==> src/compositor_pkg.sv <==
package compositor_pkg;

	//////////////////////////////////////////////////////////////////////
	// Widths and counts shared by the whole compositor
	//////////////////////////////////////////////////////////////////////

	localparam int pixel_w = 24;    // Bits per pixel.
	localparam int coord_w = 12;    // Coordinates and sizes.
	localparam int num_layers = 3;

	// Layer FIFO depth, also the initial credit of a layer source.
	localparam int fifo_depth = 4;

	//////////////////////////////////////////////////////////////////////
	// Types
	//////////////////////////////////////////////////////////////////////

	typedef logic [pixel_w-1:0] pixel_t;
	typedef logic [coord_w-1:0] coord_t;

endpackage

==> src/pixel_fifo.sv <==
module pixel_fifo #(
	parameter int DEPTH = compositor_pkg::fifo_depth
) (
	input  logic                    clk,
	input  logic                    resetn,
	input  logic                    wr,
	input  compositor_pkg::pixel_t  wr_data,
	input  logic                    rd,
	output compositor_pkg::pixel_t  rd_data,
	output logic                    empty
);

	localparam int PTR_W = (DEPTH > 1) ? $clog2(DEPTH) : 1;
	localparam int CNT_W = $clog2(DEPTH + 1);

	compositor_pkg::pixel_t mem [DEPTH];
	logic [PTR_W-1:0] wr_ptr;
	logic [PTR_W-1:0] rd_ptr;
	logic [CNT_W-1:0] count;
	logic             full;

	assign empty = (count == '0);
	assign full = (count == CNT_W'(DEPTH));
	assign rd_data = mem[rd_ptr];   // Head of the buffer.

	always_ff @(posedge clk) begin
		if (wr)
			mem[wr_ptr] <= wr_data;
	end

	always_ff @(posedge clk) begin
		if (!resetn) begin
			wr_ptr <= '0;
			rd_ptr <= '0;
			count <= '0;
		end else begin
			if (wr)
				wr_ptr <= (wr_ptr == PTR_W'(DEPTH - 1)) ? '0 : wr_ptr + 1'b1;
			if (rd)
				rd_ptr <= (rd_ptr == PTR_W'(DEPTH - 1)) ? '0 : rd_ptr + 1'b1;
			count <= count + CNT_W'(wr) - CNT_W'(rd);
		end
	end

	// The source ran ahead of its credits.
	assert property (@(posedge clk) disable iff (!resetn) wr |-> !full)
		else $error("pixel_fifo: write while full");

	// A layer unit popped a pixel that never arrived.
	assert property (@(posedge clk) disable iff (!resetn) rd |-> !empty)
		else $error("pixel_fifo: read while empty");

endmodule

==> src/layer_unit.sv <==
module layer_unit #(
	parameter int FIFO_DEPTH = compositor_pkg::fifo_depth
) (
	input  logic                    clk,
	input  logic                    resetn,

	// Pixel stream of this layer, window pixels only.
	input  logic                    in_valid,
	input  compositor_pkg::pixel_t  in_data,
	output logic                    credit,

	// Window placement in the output frame.
	input  compositor_pkg::coord_t  win_left,
	input  compositor_pkg::coord_t  win_top,
	input  compositor_pkg::coord_t  win_width,
	input  compositor_pkg::coord_t  win_height,

	// Shared scan position.
	input  compositor_pkg::coord_t  pos_x,
	input  compositor_pkg::coord_t  pos_y,
	input  logic                    step,

	output logic                    ok,
	output logic                    hit,
	output compositor_pkg::pixel_t  hit_data
);

	localparam int EXT_W = compositor_pkg::coord_w + 1;

	logic [EXT_W-1:0]       win_right;
	logic [EXT_W-1:0]       win_bottom;
	logic                   in_x;
	logic                   in_y;
	logic                   covered;
	logic                   pop;
	logic                   fifo_empty;
	compositor_pkg::pixel_t head;

	//////////////////////////////////////////////////////////////////////
	// Window test
	//////////////////////////////////////////////////////////////////////

	// One bit wider so the far edge cannot wrap.
	assign win_right = EXT_W'(win_left) + EXT_W'(win_width);
	assign win_bottom = EXT_W'(win_top) + EXT_W'(win_height);

	assign in_x = (pos_x >= win_left) && (EXT_W'(pos_x) < win_right);
	assign in_y = (pos_y >= win_top) && (EXT_W'(pos_y) < win_bottom);
	assign covered = in_x && in_y;

	// Ready unless the position needs a pixel we do not have yet.
	assign ok = !covered || !fifo_empty;

	assign pop = step && covered;

	//////////////////////////////////////////////////////////////////////
	// Input buffer
	//////////////////////////////////////////////////////////////////////

	pixel_fifo #(
		.DEPTH   (FIFO_DEPTH)
	) fifo_i (
		.clk     (clk),
		.resetn  (resetn),
		.wr      (in_valid),
		.wr_data (in_data),
		.rd      (pop),
		.rd_data (head),
		.empty   (fifo_empty)
	);

	//////////////////////////////////////////////////////////////////////
	// Hit register and credit return
	//////////////////////////////////////////////////////////////////////

	always_ff @(posedge clk) begin
		if (!resetn) begin
			hit <= 1'b0;
			credit <= 1'b0;
		end else begin
			hit <= pop;
			credit <= pop;   // One credit per popped pixel.
		end
	end

	always_ff @(posedge clk) begin
		if (pop)
			hit_data <= head;
	end

endmodule

==> src/raster_scanner.sv <==
module raster_scanner #(
	parameter int CREDIT_MAX = 8
) (
	input  logic                                  clk,
	input  logic                                  resetn,
	input  compositor_pkg::coord_t                out_width,
	input  compositor_pkg::coord_t                out_height,
	input  logic                                  out_credit,
	input  logic [compositor_pkg::num_layers-1:0] layers_ok,
	output compositor_pkg::coord_t                pos_x,
	output compositor_pkg::coord_t                pos_y,
	output logic                                  step,
	output logic                                  hit_valid,
	output logic                                  step_sof,
	output logic                                  step_eol
);

	localparam int CNT_W = $clog2(CREDIT_MAX + 1);

	logic [CNT_W-1:0] credits;
	logic             line_end;
	logic             frame_end;

	assign line_end = (pos_x == out_width - 1'b1);
	assign frame_end = (pos_y == out_height - 1'b1);

	// Step only with a sink slot free and every covering layer stocked.
	assign step = (credits != '0) && (&layers_ok);

	always_ff @(posedge clk) begin
		if (!resetn)
			credits <= '0;
		else
			credits <= credits + CNT_W'(out_credit) - CNT_W'(step);
	end

	always_ff @(posedge clk) begin
		if (!resetn) begin
			pos_x <= '0;
			pos_y <= '0;
		end else if (step) begin
			if (line_end) begin
				pos_x <= '0;
				pos_y <= frame_end ? '0 : pos_y + 1'b1;
			end else begin
				pos_x <= pos_x + 1'b1;
			end
		end
	end

	// Flags of the stepped position, aligned with the layer hits.
	always_ff @(posedge clk) begin
		if (!resetn) begin
			hit_valid <= 1'b0;
			step_sof <= 1'b0;
			step_eol <= 1'b0;
		end else begin
			hit_valid <= step;
			step_sof <= step && (pos_x == '0) && (pos_y == '0);
			step_eol <= step && line_end;
		end
	end

	// Sink granted more slots than it has.
	assert property (@(posedge clk) disable iff (!resetn)
		(out_credit && !step) |-> (credits != CNT_W'(CREDIT_MAX)))
		else $error("raster_scanner: output credit overflow");

endmodule

==> src/layer_compositor.sv <==
module layer_compositor (
	input  logic                                  clk,
	input  logic                                  resetn,
	input  logic [compositor_pkg::num_layers-1:0] hit,
	input  compositor_pkg::pixel_t                hit_data [compositor_pkg::num_layers],
	input  logic                                  hit_valid,
	input  logic                                  hit_sof,
	input  logic                                  hit_eol,
	output logic                                  out_valid,
	output logic                                  out_sof,
	output logic                                  out_eol,
	output compositor_pkg::pixel_t                out_data
);

	compositor_pkg::pixel_t sel_data;

	//////////////////////////////////////////////////////////////////////
	// Priority select, highest layer on top
	//////////////////////////////////////////////////////////////////////

	always_comb begin
		sel_data = '0;   // Background.
		for (int i = 0; i < compositor_pkg::num_layers; i++) begin
			if (hit[i])
				sel_data = hit_data[i];
		end
	end

	//////////////////////////////////////////////////////////////////////
	// Output register
	//////////////////////////////////////////////////////////////////////

	always_ff @(posedge clk) begin
		if (!resetn) begin
			out_valid <= 1'b0;
			out_sof <= 1'b0;
			out_eol <= 1'b0;
		end else begin
			out_valid <= hit_valid;
			out_sof <= hit_sof;
			out_eol <= hit_eol;
		end
	end

	always_ff @(posedge clk) begin
		if (hit_valid)
			out_data <= sel_data;
	end

	// Layer hits come only from a scanner step.
	assert property (@(posedge clk) disable iff (!resetn)
		(hit != '0) |-> hit_valid)
		else $error("layer_compositor: layer hit without step");

	// Flags ride only on valid pixels.
	assert property (@(posedge clk) disable iff (!resetn)
		(out_sof || out_eol) |-> out_valid)
		else $error("layer_compositor: flag on idle cycle");

endmodule

==> src/video_compositor.sv <==
module video_compositor #(
	parameter int FIFO_DEPTH = compositor_pkg::fifo_depth,
	parameter int CREDIT_MAX = 8
) (
	input  logic                                  clk,
	input  logic                                  resetn,

	// Frame size.
	input  compositor_pkg::coord_t                out_width,
	input  compositor_pkg::coord_t                out_height,

	// Per-layer windows.
	input  compositor_pkg::coord_t                win_left   [compositor_pkg::num_layers],
	input  compositor_pkg::coord_t                win_top    [compositor_pkg::num_layers],
	input  compositor_pkg::coord_t                win_width  [compositor_pkg::num_layers],
	input  compositor_pkg::coord_t                win_height [compositor_pkg::num_layers],

	// Layer streams.
	input  logic [compositor_pkg::num_layers-1:0] layer_valid,
	input  compositor_pkg::pixel_t                layer_data [compositor_pkg::num_layers],
	output logic [compositor_pkg::num_layers-1:0] layer_credit,

	// Output stream.
	input  logic                                  out_credit,
	output logic                                  out_valid,
	output compositor_pkg::pixel_t                out_data,
	output logic                                  out_sof,
	output logic                                  out_eol
);

	compositor_pkg::coord_t                pos_x;
	compositor_pkg::coord_t                pos_y;
	logic                                  step;
	logic                                  hit_valid;
	logic                                  step_sof;
	logic                                  step_eol;
	logic [compositor_pkg::num_layers-1:0] layer_ok;
	logic [compositor_pkg::num_layers-1:0] hit;
	compositor_pkg::pixel_t                hit_data [compositor_pkg::num_layers];

	raster_scanner #(
		.CREDIT_MAX (CREDIT_MAX)
	) scanner_i (
		.clk        (clk),
		.resetn     (resetn),
		.out_width  (out_width),
		.out_height (out_height),
		.out_credit (out_credit),
		.layers_ok  (layer_ok),
		.pos_x      (pos_x),
		.pos_y      (pos_y),
		.step       (step),
		.hit_valid  (hit_valid),
		.step_sof   (step_sof),
		.step_eol   (step_eol)
	);

	for (genvar i = 0; i < compositor_pkg::num_layers; i++) begin : g_layer
		layer_unit #(
			.FIFO_DEPTH (FIFO_DEPTH)
		) layer_i (
			.clk        (clk),
			.resetn     (resetn),
			.in_valid   (layer_valid[i]),
			.in_data    (layer_data[i]),
			.credit     (layer_credit[i]),
			.win_left   (win_left[i]),
			.win_top    (win_top[i]),
			.win_width  (win_width[i]),
			.win_height (win_height[i]),
			.pos_x      (pos_x),
			.pos_y      (pos_y),
			.step       (step),
			.ok         (layer_ok[i]),
			.hit        (hit[i]),
			.hit_data   (hit_data[i])
		);
	end

	layer_compositor compositor_i (
		.clk       (clk),
		.resetn    (resetn),
		.hit       (hit),
		.hit_data  (hit_data),
		.hit_valid (hit_valid),
		.hit_sof   (step_sof),
		.hit_eol   (step_eol),
		.out_valid (out_valid),
		.out_sof   (out_sof),
		.out_eol   (out_eol),
		.out_data  (out_data)
	);

endmodule

==> config.mk <==
export PLATFORM = sky130hd
export DESIGN_NAME = video_compositor
export DESIGN_NICKNAME = d
export VERILOG_FILES = /design/src/compositor_pkg.sv /design/src/pixel_fifo.sv /design/src/layer_unit.sv /design/src/raster_scanner.sv /design/src/layer_compositor.sv /design/src/video_compositor.sv
export SDC_FILE = /design/constraint.sdc
export NUM_CORES = 1
export LEC_CHECK = 0
export BUFFER_PORTS_ARGS = -buffer_cell sky130_fd_sc_hd__buf_4
export CAP_MARGIN = 25
export CORE_AREA = 2 2 283 285
export CTS_BUF_LIST = sky130_fd_sc_hd__clkbuf_16
export CTS_CLUSTER_DIAMETER = 100
export DETAILED_ROUTE_END_ITERATION = 6
export DIE_AREA = 0 0 285 287
export PLACE_DENSITY = 0.49
export SKIP_CTS_REPAIR_TIMING = 1
export SLEW_MARGIN = 10
export SYNTH_ARGS = -nofsm -noshare
export SYNTH_HDL_FRONTEND = slang
export SYNTH_SLANG_ARGS = --single-unit
==> constraint.sdc <==
create_clock -name clk -period 8.8 [get_ports clk]
set_input_delay 0.44 -clock clk [delete_from_list [all_inputs] [get_ports clk]]
set_output_delay 0.44 -clock clk [all_outputs]
set_load 0.03 [all_outputs]
# Yosys cells after proc, flatten, opt, wreduce, memory -nomap -nowiden
# Memories as Yosys holds them, arrays and structs flattened. A register that Yosys moved wholly into a read port is not among the register bits.
# Index checks and enable logic that the tools add are counted.
[word_totals]
in_bits = 246
register_bits = 82
ramBits = 288
memories = 3
output_inout_bits = 30
[classes]
magnitude_cmp = 12
n_addsub = 24
n_mux = 17
eq_ne = 8
n_reduce_logical = 33
[memory_table]
columns = ["memory", "words", "width", "read_ports", "rd_ports_with_merged_regs", "wr", "line_no", "text"]
rows = [
  ["g_layer[0].layer_i.fifo_i.mem", 4, 24, 1, 1, 1, "pixel_fifo.sv:16", "compositor_pkg::pixel_t mem [DEPTH];"],
  ["g_layer[1].layer_i.fifo_i.mem", 4, 24, 1, 1, 1, "pixel_fifo.sv:16", ""],
  ["g_layer[2].layer_i.fifo_i.mem", 4, 24, 1, 1, 1, "pixel_fifo.sv:16", ""],
]
[op_table]
columns = ["op", "count"]
rows = [
  ["adder 12 x 12 -> 13 bit", 6],
  ["less-than comparator 12 x 13 -> 1 bit", 6],
  [">= comparator 12 bit", 6],
  ["two-way mux 24 bit", 3],
  ["adder 12 x 1 -> 12 bit, second input constant", 2],
  ["== test 12 bit", 2],
  ["zero test 12 bit", 2],
  ["two-way mux 12 bit", 2],
  ["subtractor 12 x 1 -> 12 bit, second input constant", 2],
  ["logical AND 1 bit", 16],
  ["adder 2 x 1 -> 2 bit, second input constant", 6],
  ["== test 2 bit, second input constant", 6],
  ["two-way mux 2 bit", 6],
  ["adder 3 x 1 -> 3 bit", 3],
  ["zero test 3 bit", 3],
  ["subtractor 3 x 1 -> 3 bit", 3],
  ["zero test 1 bit", 6],
  ["two-way mux 1 bit", 6],
  ["adder 4 x 1 -> 4 bit", 1],
  ["nonzero test 4 bit", 1],
  ["subtractor 4 x 1 -> 4 bit", 1],
  ["logical OR 1 bit", 3],
  ["AND reduction 3 bit", 1],
  ["AND reduction 2 bit", 1],
]

# Logic depth before layout (Yosys ltp)
[depth]
ltp_word = 10
mapped_depth = 27
depth_no_buf = 27

# Modules after synthesis
# From an unflattened synthesis, not the netlist that was laid out.
[unflattened]
cells_unflattened = 1847
hier_area_um2 = 24499.7
[modules_own_cells]
columns = ["module", "instances", "area_each_um2", "cells_each", "seq_area_each_um2"]
rows = [
  ["pixel_fifo", 3, 3947.5, 168, 3062.9],
  ["layer_unit at g_layer[0].layer_i ...", 2, 2832.7, 296, 740.7],
  ["layer_unit at g_layer[1].layer_i", 1, 2834.0, 298, 740.7],
  ["raster_scanner", 1, 2508.7, 315, 620.6],
  ["layer_compositor", 1, 1649.1, 138, 780.7],
]

# Worst setup path after synthesis
# Ideal clock, no wire load.
[synth_timing]
path_kind = "input to register"
from = "in win_top[13] (netlist name)"
to = "reg g_layer[2].layer_i.fifo_i.count[2]"
cell_stages = 26
slack_ps = 1038
arrival_time_ps = 7634
setup_ps = 128
required_ps = 8672
cell_sequence = "ha_1 a21o_1 a21oi_1 nor2b_1 o21a_1 o311a_1 o21a_1 o21ai_0 nor2b_1 xor2_1 ha_1 nand4b_1 a21oi_1 o2bb2ai_1 a31oi_1 o211ai_1 nor3b_1 nor4b_1 ha_1 inv_1 ha_1 inv_1 fa_1 xor2_1 xnor2_1 nor2_1"
[synth_via]
elab_chain_cells = 10
word_cells_on_any_way = 11
classes_between = "add/sub (2); order compare (2); reduce/logical (7)"
[synth_lines]
columns = ["item", "line_no", "text"]
rows = [
  ["from (decl)", "video_compositor.sv:14", "input compositor_pkg::coord_t win_top [compositor_pkg::num_layers],"],
  ["adder 12 x 12 -> 13 bit", "layer_unit.sv:45", "assign win_bottom = EXT_W'(win_top) + EXT_W'(win_height);"],
  ["less-than comparator 12 x 13 -> 1 bit", "layer_unit.sv:48", "assign in_y = (pos_y >= win_top) && (EXT_W'(pos_y) < win_bottom);"],
  ["logical AND 1 bit *", "layer_unit.sv:48", ""],
  ["logical AND 1 bit *", "layer_unit.sv:49", "assign covered = in_x && in_y;"],
  ["zero test 1 bit *", "layer_unit.sv:52", "assign ok = !covered || !fifo_empty;"],
  ["logical OR 1 bit *", "layer_unit.sv:52", ""],
  ["AND reduction 3 bit *", "raster_scanner.sv:28", "assign step = (credits != '0) && (&layers_ok);"],
  ["logical AND 1 bit *", "raster_scanner.sv:28", ""],
  ["logical AND 1 bit *", "layer_unit.sv:54", "assign pop = step && covered;"],
  ["named net g_layer[2].layer_i.fifo_i.rd", "pixel_fifo.sv:8", "input logic rd,"],
  ["subtractor 3 x 1 -> 3 bit *", "pixel_fifo.sv:41", "count <= count + CNT_W'(wr) - CNT_W'(rd);"],
  ["to (signal assigned)", "pixel_fifo.sv:41", ""],
  ["to (decl)", "pixel_fifo.sv:19", "logic [CNT_W-1:0] count;"],
]
# Mark *: on every way through the listed nets, which the timed path passes. The rest lies on a longest branch.
# A chain may end at the register's enable or synchronous reset.

# Worst setup path in the final report
[layout_timing]
from = "in win_left[1] (netlist name)"
to = "reg g_layer[1].layer_i.fifo_i.count[2]"
[layout_via]
elab_chain_cells = 10
word_cells_on_any_way = 11
classes_between = "add/sub (2); order compare (2); reduce/logical (7)"
[layout_lines]
columns = ["item", "line_no", "text"]
rows = [
  ["from (decl)", "video_compositor.sv:13", "input compositor_pkg::coord_t win_left [compositor_pkg::num_layers],"],
  ["adder 12 x 12 -> 13 bit", "layer_unit.sv:44", "assign win_right = EXT_W'(win_left) + EXT_W'(win_width);"],
  ["less-than comparator 12 x 13 -> 1 bit", "layer_unit.sv:47", "assign in_x = (pos_x >= win_left) && (EXT_W'(pos_x) < win_right);"],
  ["logical AND 1 bit *", "layer_unit.sv:47", ""],
  ["logical AND 1 bit *", "layer_unit.sv:49", ""],
  ["zero test 1 bit *", "layer_unit.sv:52", ""],
  ["logical OR 1 bit *", "layer_unit.sv:52", ""],
  ["AND reduction 3 bit *", "raster_scanner.sv:28", ""],
  ["logical AND 1 bit *", "raster_scanner.sv:28", ""],
  ["logical AND 1 bit *", "layer_unit.sv:54", ""],
  ["named net g_layer[1].layer_i.fifo_i.rd", "pixel_fifo.sv:8", ""],
  ["subtractor 3 x 1 -> 3 bit *", "pixel_fifo.sv:41", ""],
  ["to (signal assigned)", "pixel_fifo.sv:41", ""],
  ["to (decl)", "pixel_fifo.sv:19", ""],
]
# Marked as above.

==> impl_metrics.env <==
export IMPL_yosysTopAreaCell="edfxtp_1"
export IMPL_syn_nets=2276
export IMPL_critPathArrivalTime_ns=6.42
export IMPL_max_slew_margin_pct=36.4
export IMPL_antenna_found_initial=9
export IMPL_synth_edf_count=384
export IMPL_rsz0062_at_grt="no"
export IMPL_drive_gt1_share_pct=23.1
export IMPL_switchingPower_mw=1.40
export IMPL_place_ws_ns=2.29
export IMPL_n_antenna_cell=0
export IMPL_vias=15500
export IMPL_path_class="input pin to register"
export IMPL_status="finished, final reports clean"
export IMPL_slowest_delay_ns=0.62
export IMPL_power_leakage_nw=11.3
export IMPL_htreeDepth=2
export IMPL_cp_slowest_cell="or4b_1"
export IMPL_tns_ns=0
export IMPL_placed_area_mm2=0.0269
export IMPL_finalClockSkew_ns=0.0469
export IMPL_finalSetupViolations=0
export IMPL_critPathMostFrequentCell="ha_1"
export IMPL_grt_pass1_wl_um=96000
export IMPL_die_x_um=285
export IMPL_drtPass1Iterations=5
export IMPL_yosys_most_used_dff="edfxtp_1"
export IMPL_syn_avg_cell_area_um2=13.2
export IMPL_fin_nets=2590
export IMPL_cts_buffers=50
export IMPL_numPortBuffers=275
export IMPL_yosys_top_cells_area="edfxtp_1 49%, ha_1 13%, mux4_2 6.9%, dfxtp_1 4.9%, inv_1 2.0%"
export IMPL_fin_crit_sh_pct=68.0
export IMPL_switching_share_pct=26.2
export IMPL_place_detailed_hpwl_um=45800
export IMPL_die_area_mm2=0.0818
export IMPL_seqPwrFrac_pct=46.0
export IMPL_vdd_drop_max_mv=0.138
export IMPL_root_buffer="clkbuf_16"
export IMPL_start_util_pct=29.9
export IMPL_cp_data_required_time_ns=9.24
export IMPL_min_period_ns=5.98
export IMPL_synthCells=1778
export IMPL_grt_pass1_vias=16200
export IMPL_yosysTopAreaCellShare_pct=49.0
export IMPL_comb_power_share_pct=16.3
export IMPL_core_area_mm2=0.0786
export IMPL_viasPerCell=4.85
export IMPL_overflow=0
export IMPL_dieHeight_um=287
export IMPL_finalWirelength_um=63700
export IMPL_antenna_left=0
export IMPL_fin_util_pct=36.4
export IMPL_max_freq_mhz=167
export IMPL_hold_viol_final=0
export IMPL_clk_latency_ns=0.61
export IMPL_fin_total_pwr_mw=5.36
export IMPL_area_growth_pct=21.7
export IMPL_cp_end_kind="register"
export IMPL_synth_area_mm2=0.0235
export IMPL_grt_total_usage_pct=15.4
export IMPL_place_inst=3086
export IMPL_cts_buffer_depth=3
export IMPL_p_clk_share_pct=37.8
export IMPL_gp_congestion=0.837
export IMPL_ys_warn_count=0
export IMPL_drcViolationCount=0
export IMPL_worstMarginPinSlew_ns=0.945
export IMPL_power_internal_mw=3.95
export IMPL_clkSinkCount=442
export IMPL_dr_first_iter_drc_count=797
export IMPL_wl_per_cell_um=20.0
export IMPL_pin_count=276
export IMPL_fin_area_mm2=0.0286
export IMPL_async_reset_ff_share_pct=0
export IMPL_slew_violations=0
export IMPL_powerDensity_mw_per_mm2=187
export IMPL_postLayoutSetupSlackWorst_ns=2.82
export IMPL_cts_clk_slew_worst_paths_ns=0.06
export IMPL_rows=103
export IMPL_fin_cells=3183
export IMPL_cap_violations=0
export IMPL_yosysUniqueCellTypes=77
export IMPL_grt_max_degree=50
export IMPL_hold_ws_ns=0.0315
export IMPL_seq_area_frac_synth_pct=54.0
export IMPL_cts_tree="built"
export IMPL_crit_path_start_kind="input pin"
export IMPL_hold_path_class="input pin to register"
export IMPL_ys_ff_latch=442
export IMPL_critPathMaxFanout=25
-- layout by cell type (no fill, tap or decap), types with 7 or more instances in the layout --
master	count
buf_4	304
a211oi_1	11
nand3b_1	13
edfxtp_1	384
or4_1	8
nand4_1	9
xnor2_1	51
a21o_1	31
mux4_2	72
and3_1	13
o22ai_1	9
inv_1	137
a22oi_1	24
or2_2	7
or3_1	11
xor2_1	47
o21ai_0	90
a21oi_1	83
o21a_1	22
nor2b_1	20
a211o_1	8
nor4_1	17
nand2_1	84
a31o_2	8
clkinv_1	10
fa_1	10
o211ai_1	11
dfxtp_1	54
a31oi_1	10
mux2i_1	10
clkbuf_16	50
clkinv_2	12
and2_1	27
nand3_1	21
nor2_1	76
nand2b_1	19
ha_1	242
nor3_1	21
o21bai_1	12
-- cell type report --
class | count | area (µm²)
fill | 7643 | 50000
tap | 1050 | 1310
clock inverter | 43 | 369
sequential | 442 | 12700
inverter | 128 | 480
clock buffer | 50 | 1250
timing repair buffer | 308 | 2350
multi-input combinational | 1162 | 10200
-- cells in the mapped netlist, drive strengths merged (14+ instances only) --
cell,n
a22oi,24
mux4,72
and2,27
nor3,22
nor4,18
nor2,76
nand3,21
inv,128
dfxtp,58
edfxtp,384
ha,242
o21ai,92
xnor2,51
o21a,22
a21o,31
nand2b,19
nand2,85
a21oi,83
nor2b,20
xor2,47
clkbuf,32
buf,14
-- registers in the layout (all words and copies together) (netlist names) --
register,cells
g_layer.layer_i.fifo_i.mem,288
g_layer.layer_i.hit_data,72
compositor_i.out_data,24
scanner_i.pos_x,12
scanner_i.pos_y,12
g_layer.layer_i.fifo_i.count,9
g_layer.layer_i.fifo_i.rd_ptr,6
g_layer.layer_i.fifo_i.wr_ptr,6
scanner_i.credits,4
g_layer.layer_i.credit,3
compositor_i.out_eol,1
compositor_i.out_sof,1
compositor_i.out_valid,1
scanner_i.hit_valid,1
scanner_i.step_eol,1
scanner_i.step_sof,1
-- critical path, delay by kind of cell --
family                   cells  cell delay (ns)
XOR/XNOR                     3             0.39
AND/OR/NAND/NOR              5             1.11
AO/OA/AOI/OAI               10             2.22
adder cells (fa/ha/maj)      5             1.37
buffers and inverters        6             0.88
-- power by group through the flow --
stage / clock (mW) / sequential [mW] / combinational (mW)
6_report: 2.02 / 2.46 / 0.871
3_5_place_dp: 0 / 2.51 / 0.883
5_1_grt: 2.18 / 2.47 / 0.982
4_1_cts: 2.09 / 2.46 / 0.888
3_3_place_gp: 0 / 2.50 / 0.863
2_1_floorplan: 0 / 2.54 / 0.494
-- final timing paths --
path / slack (ns) / endpoint / cells past startpoint / from
max: 2.82 / g_layer[1].layer_i.fifo_i.count[2]$_SDFF_PN0_ / 29 / win_left[1]
min: 0.03 / g_layer[0].layer_i.fifo_i.mem[0][5]$_DFFE_PP_ / 1 / layer_data[53]
min reg2reg: 0.44 / compositor_i.out_sof$_SDFF_PN0_ / 1 / scanner_i.step_sof$_SDFF_PN0_
max reg2reg: 3.70 / g_layer[1].layer_i.fifo_i.count[2]$_SDFF_PN0_ / 19 / scanner_i.pos_y[5]$_SDFFE_PN0P_
-- cell families after synthesis --
| group | share of synthesized area (%) |
|---|---|
| AO/OA/AOI/OAI | 9.86 |
| adder cells (fa/ha/maj) | 13.7 |
| multiplexers | 7.42 |
| AND/OR/NAND/NOR | 8.47 |
| flip-flops | 54.0 |
| XOR/XNOR | 3.65 |
| buffers and inverters | 2.89 |
-- routing by layer --
metal | wire length, µm | global-route usage (%)
met2 | 33400 | 28.6
met5 | 98 | 0
met1 | 25900 | 18.1
met3 | 3040 | 3.03
met4 | 1300 | 3.77
(Power assumes the default switching activity.)
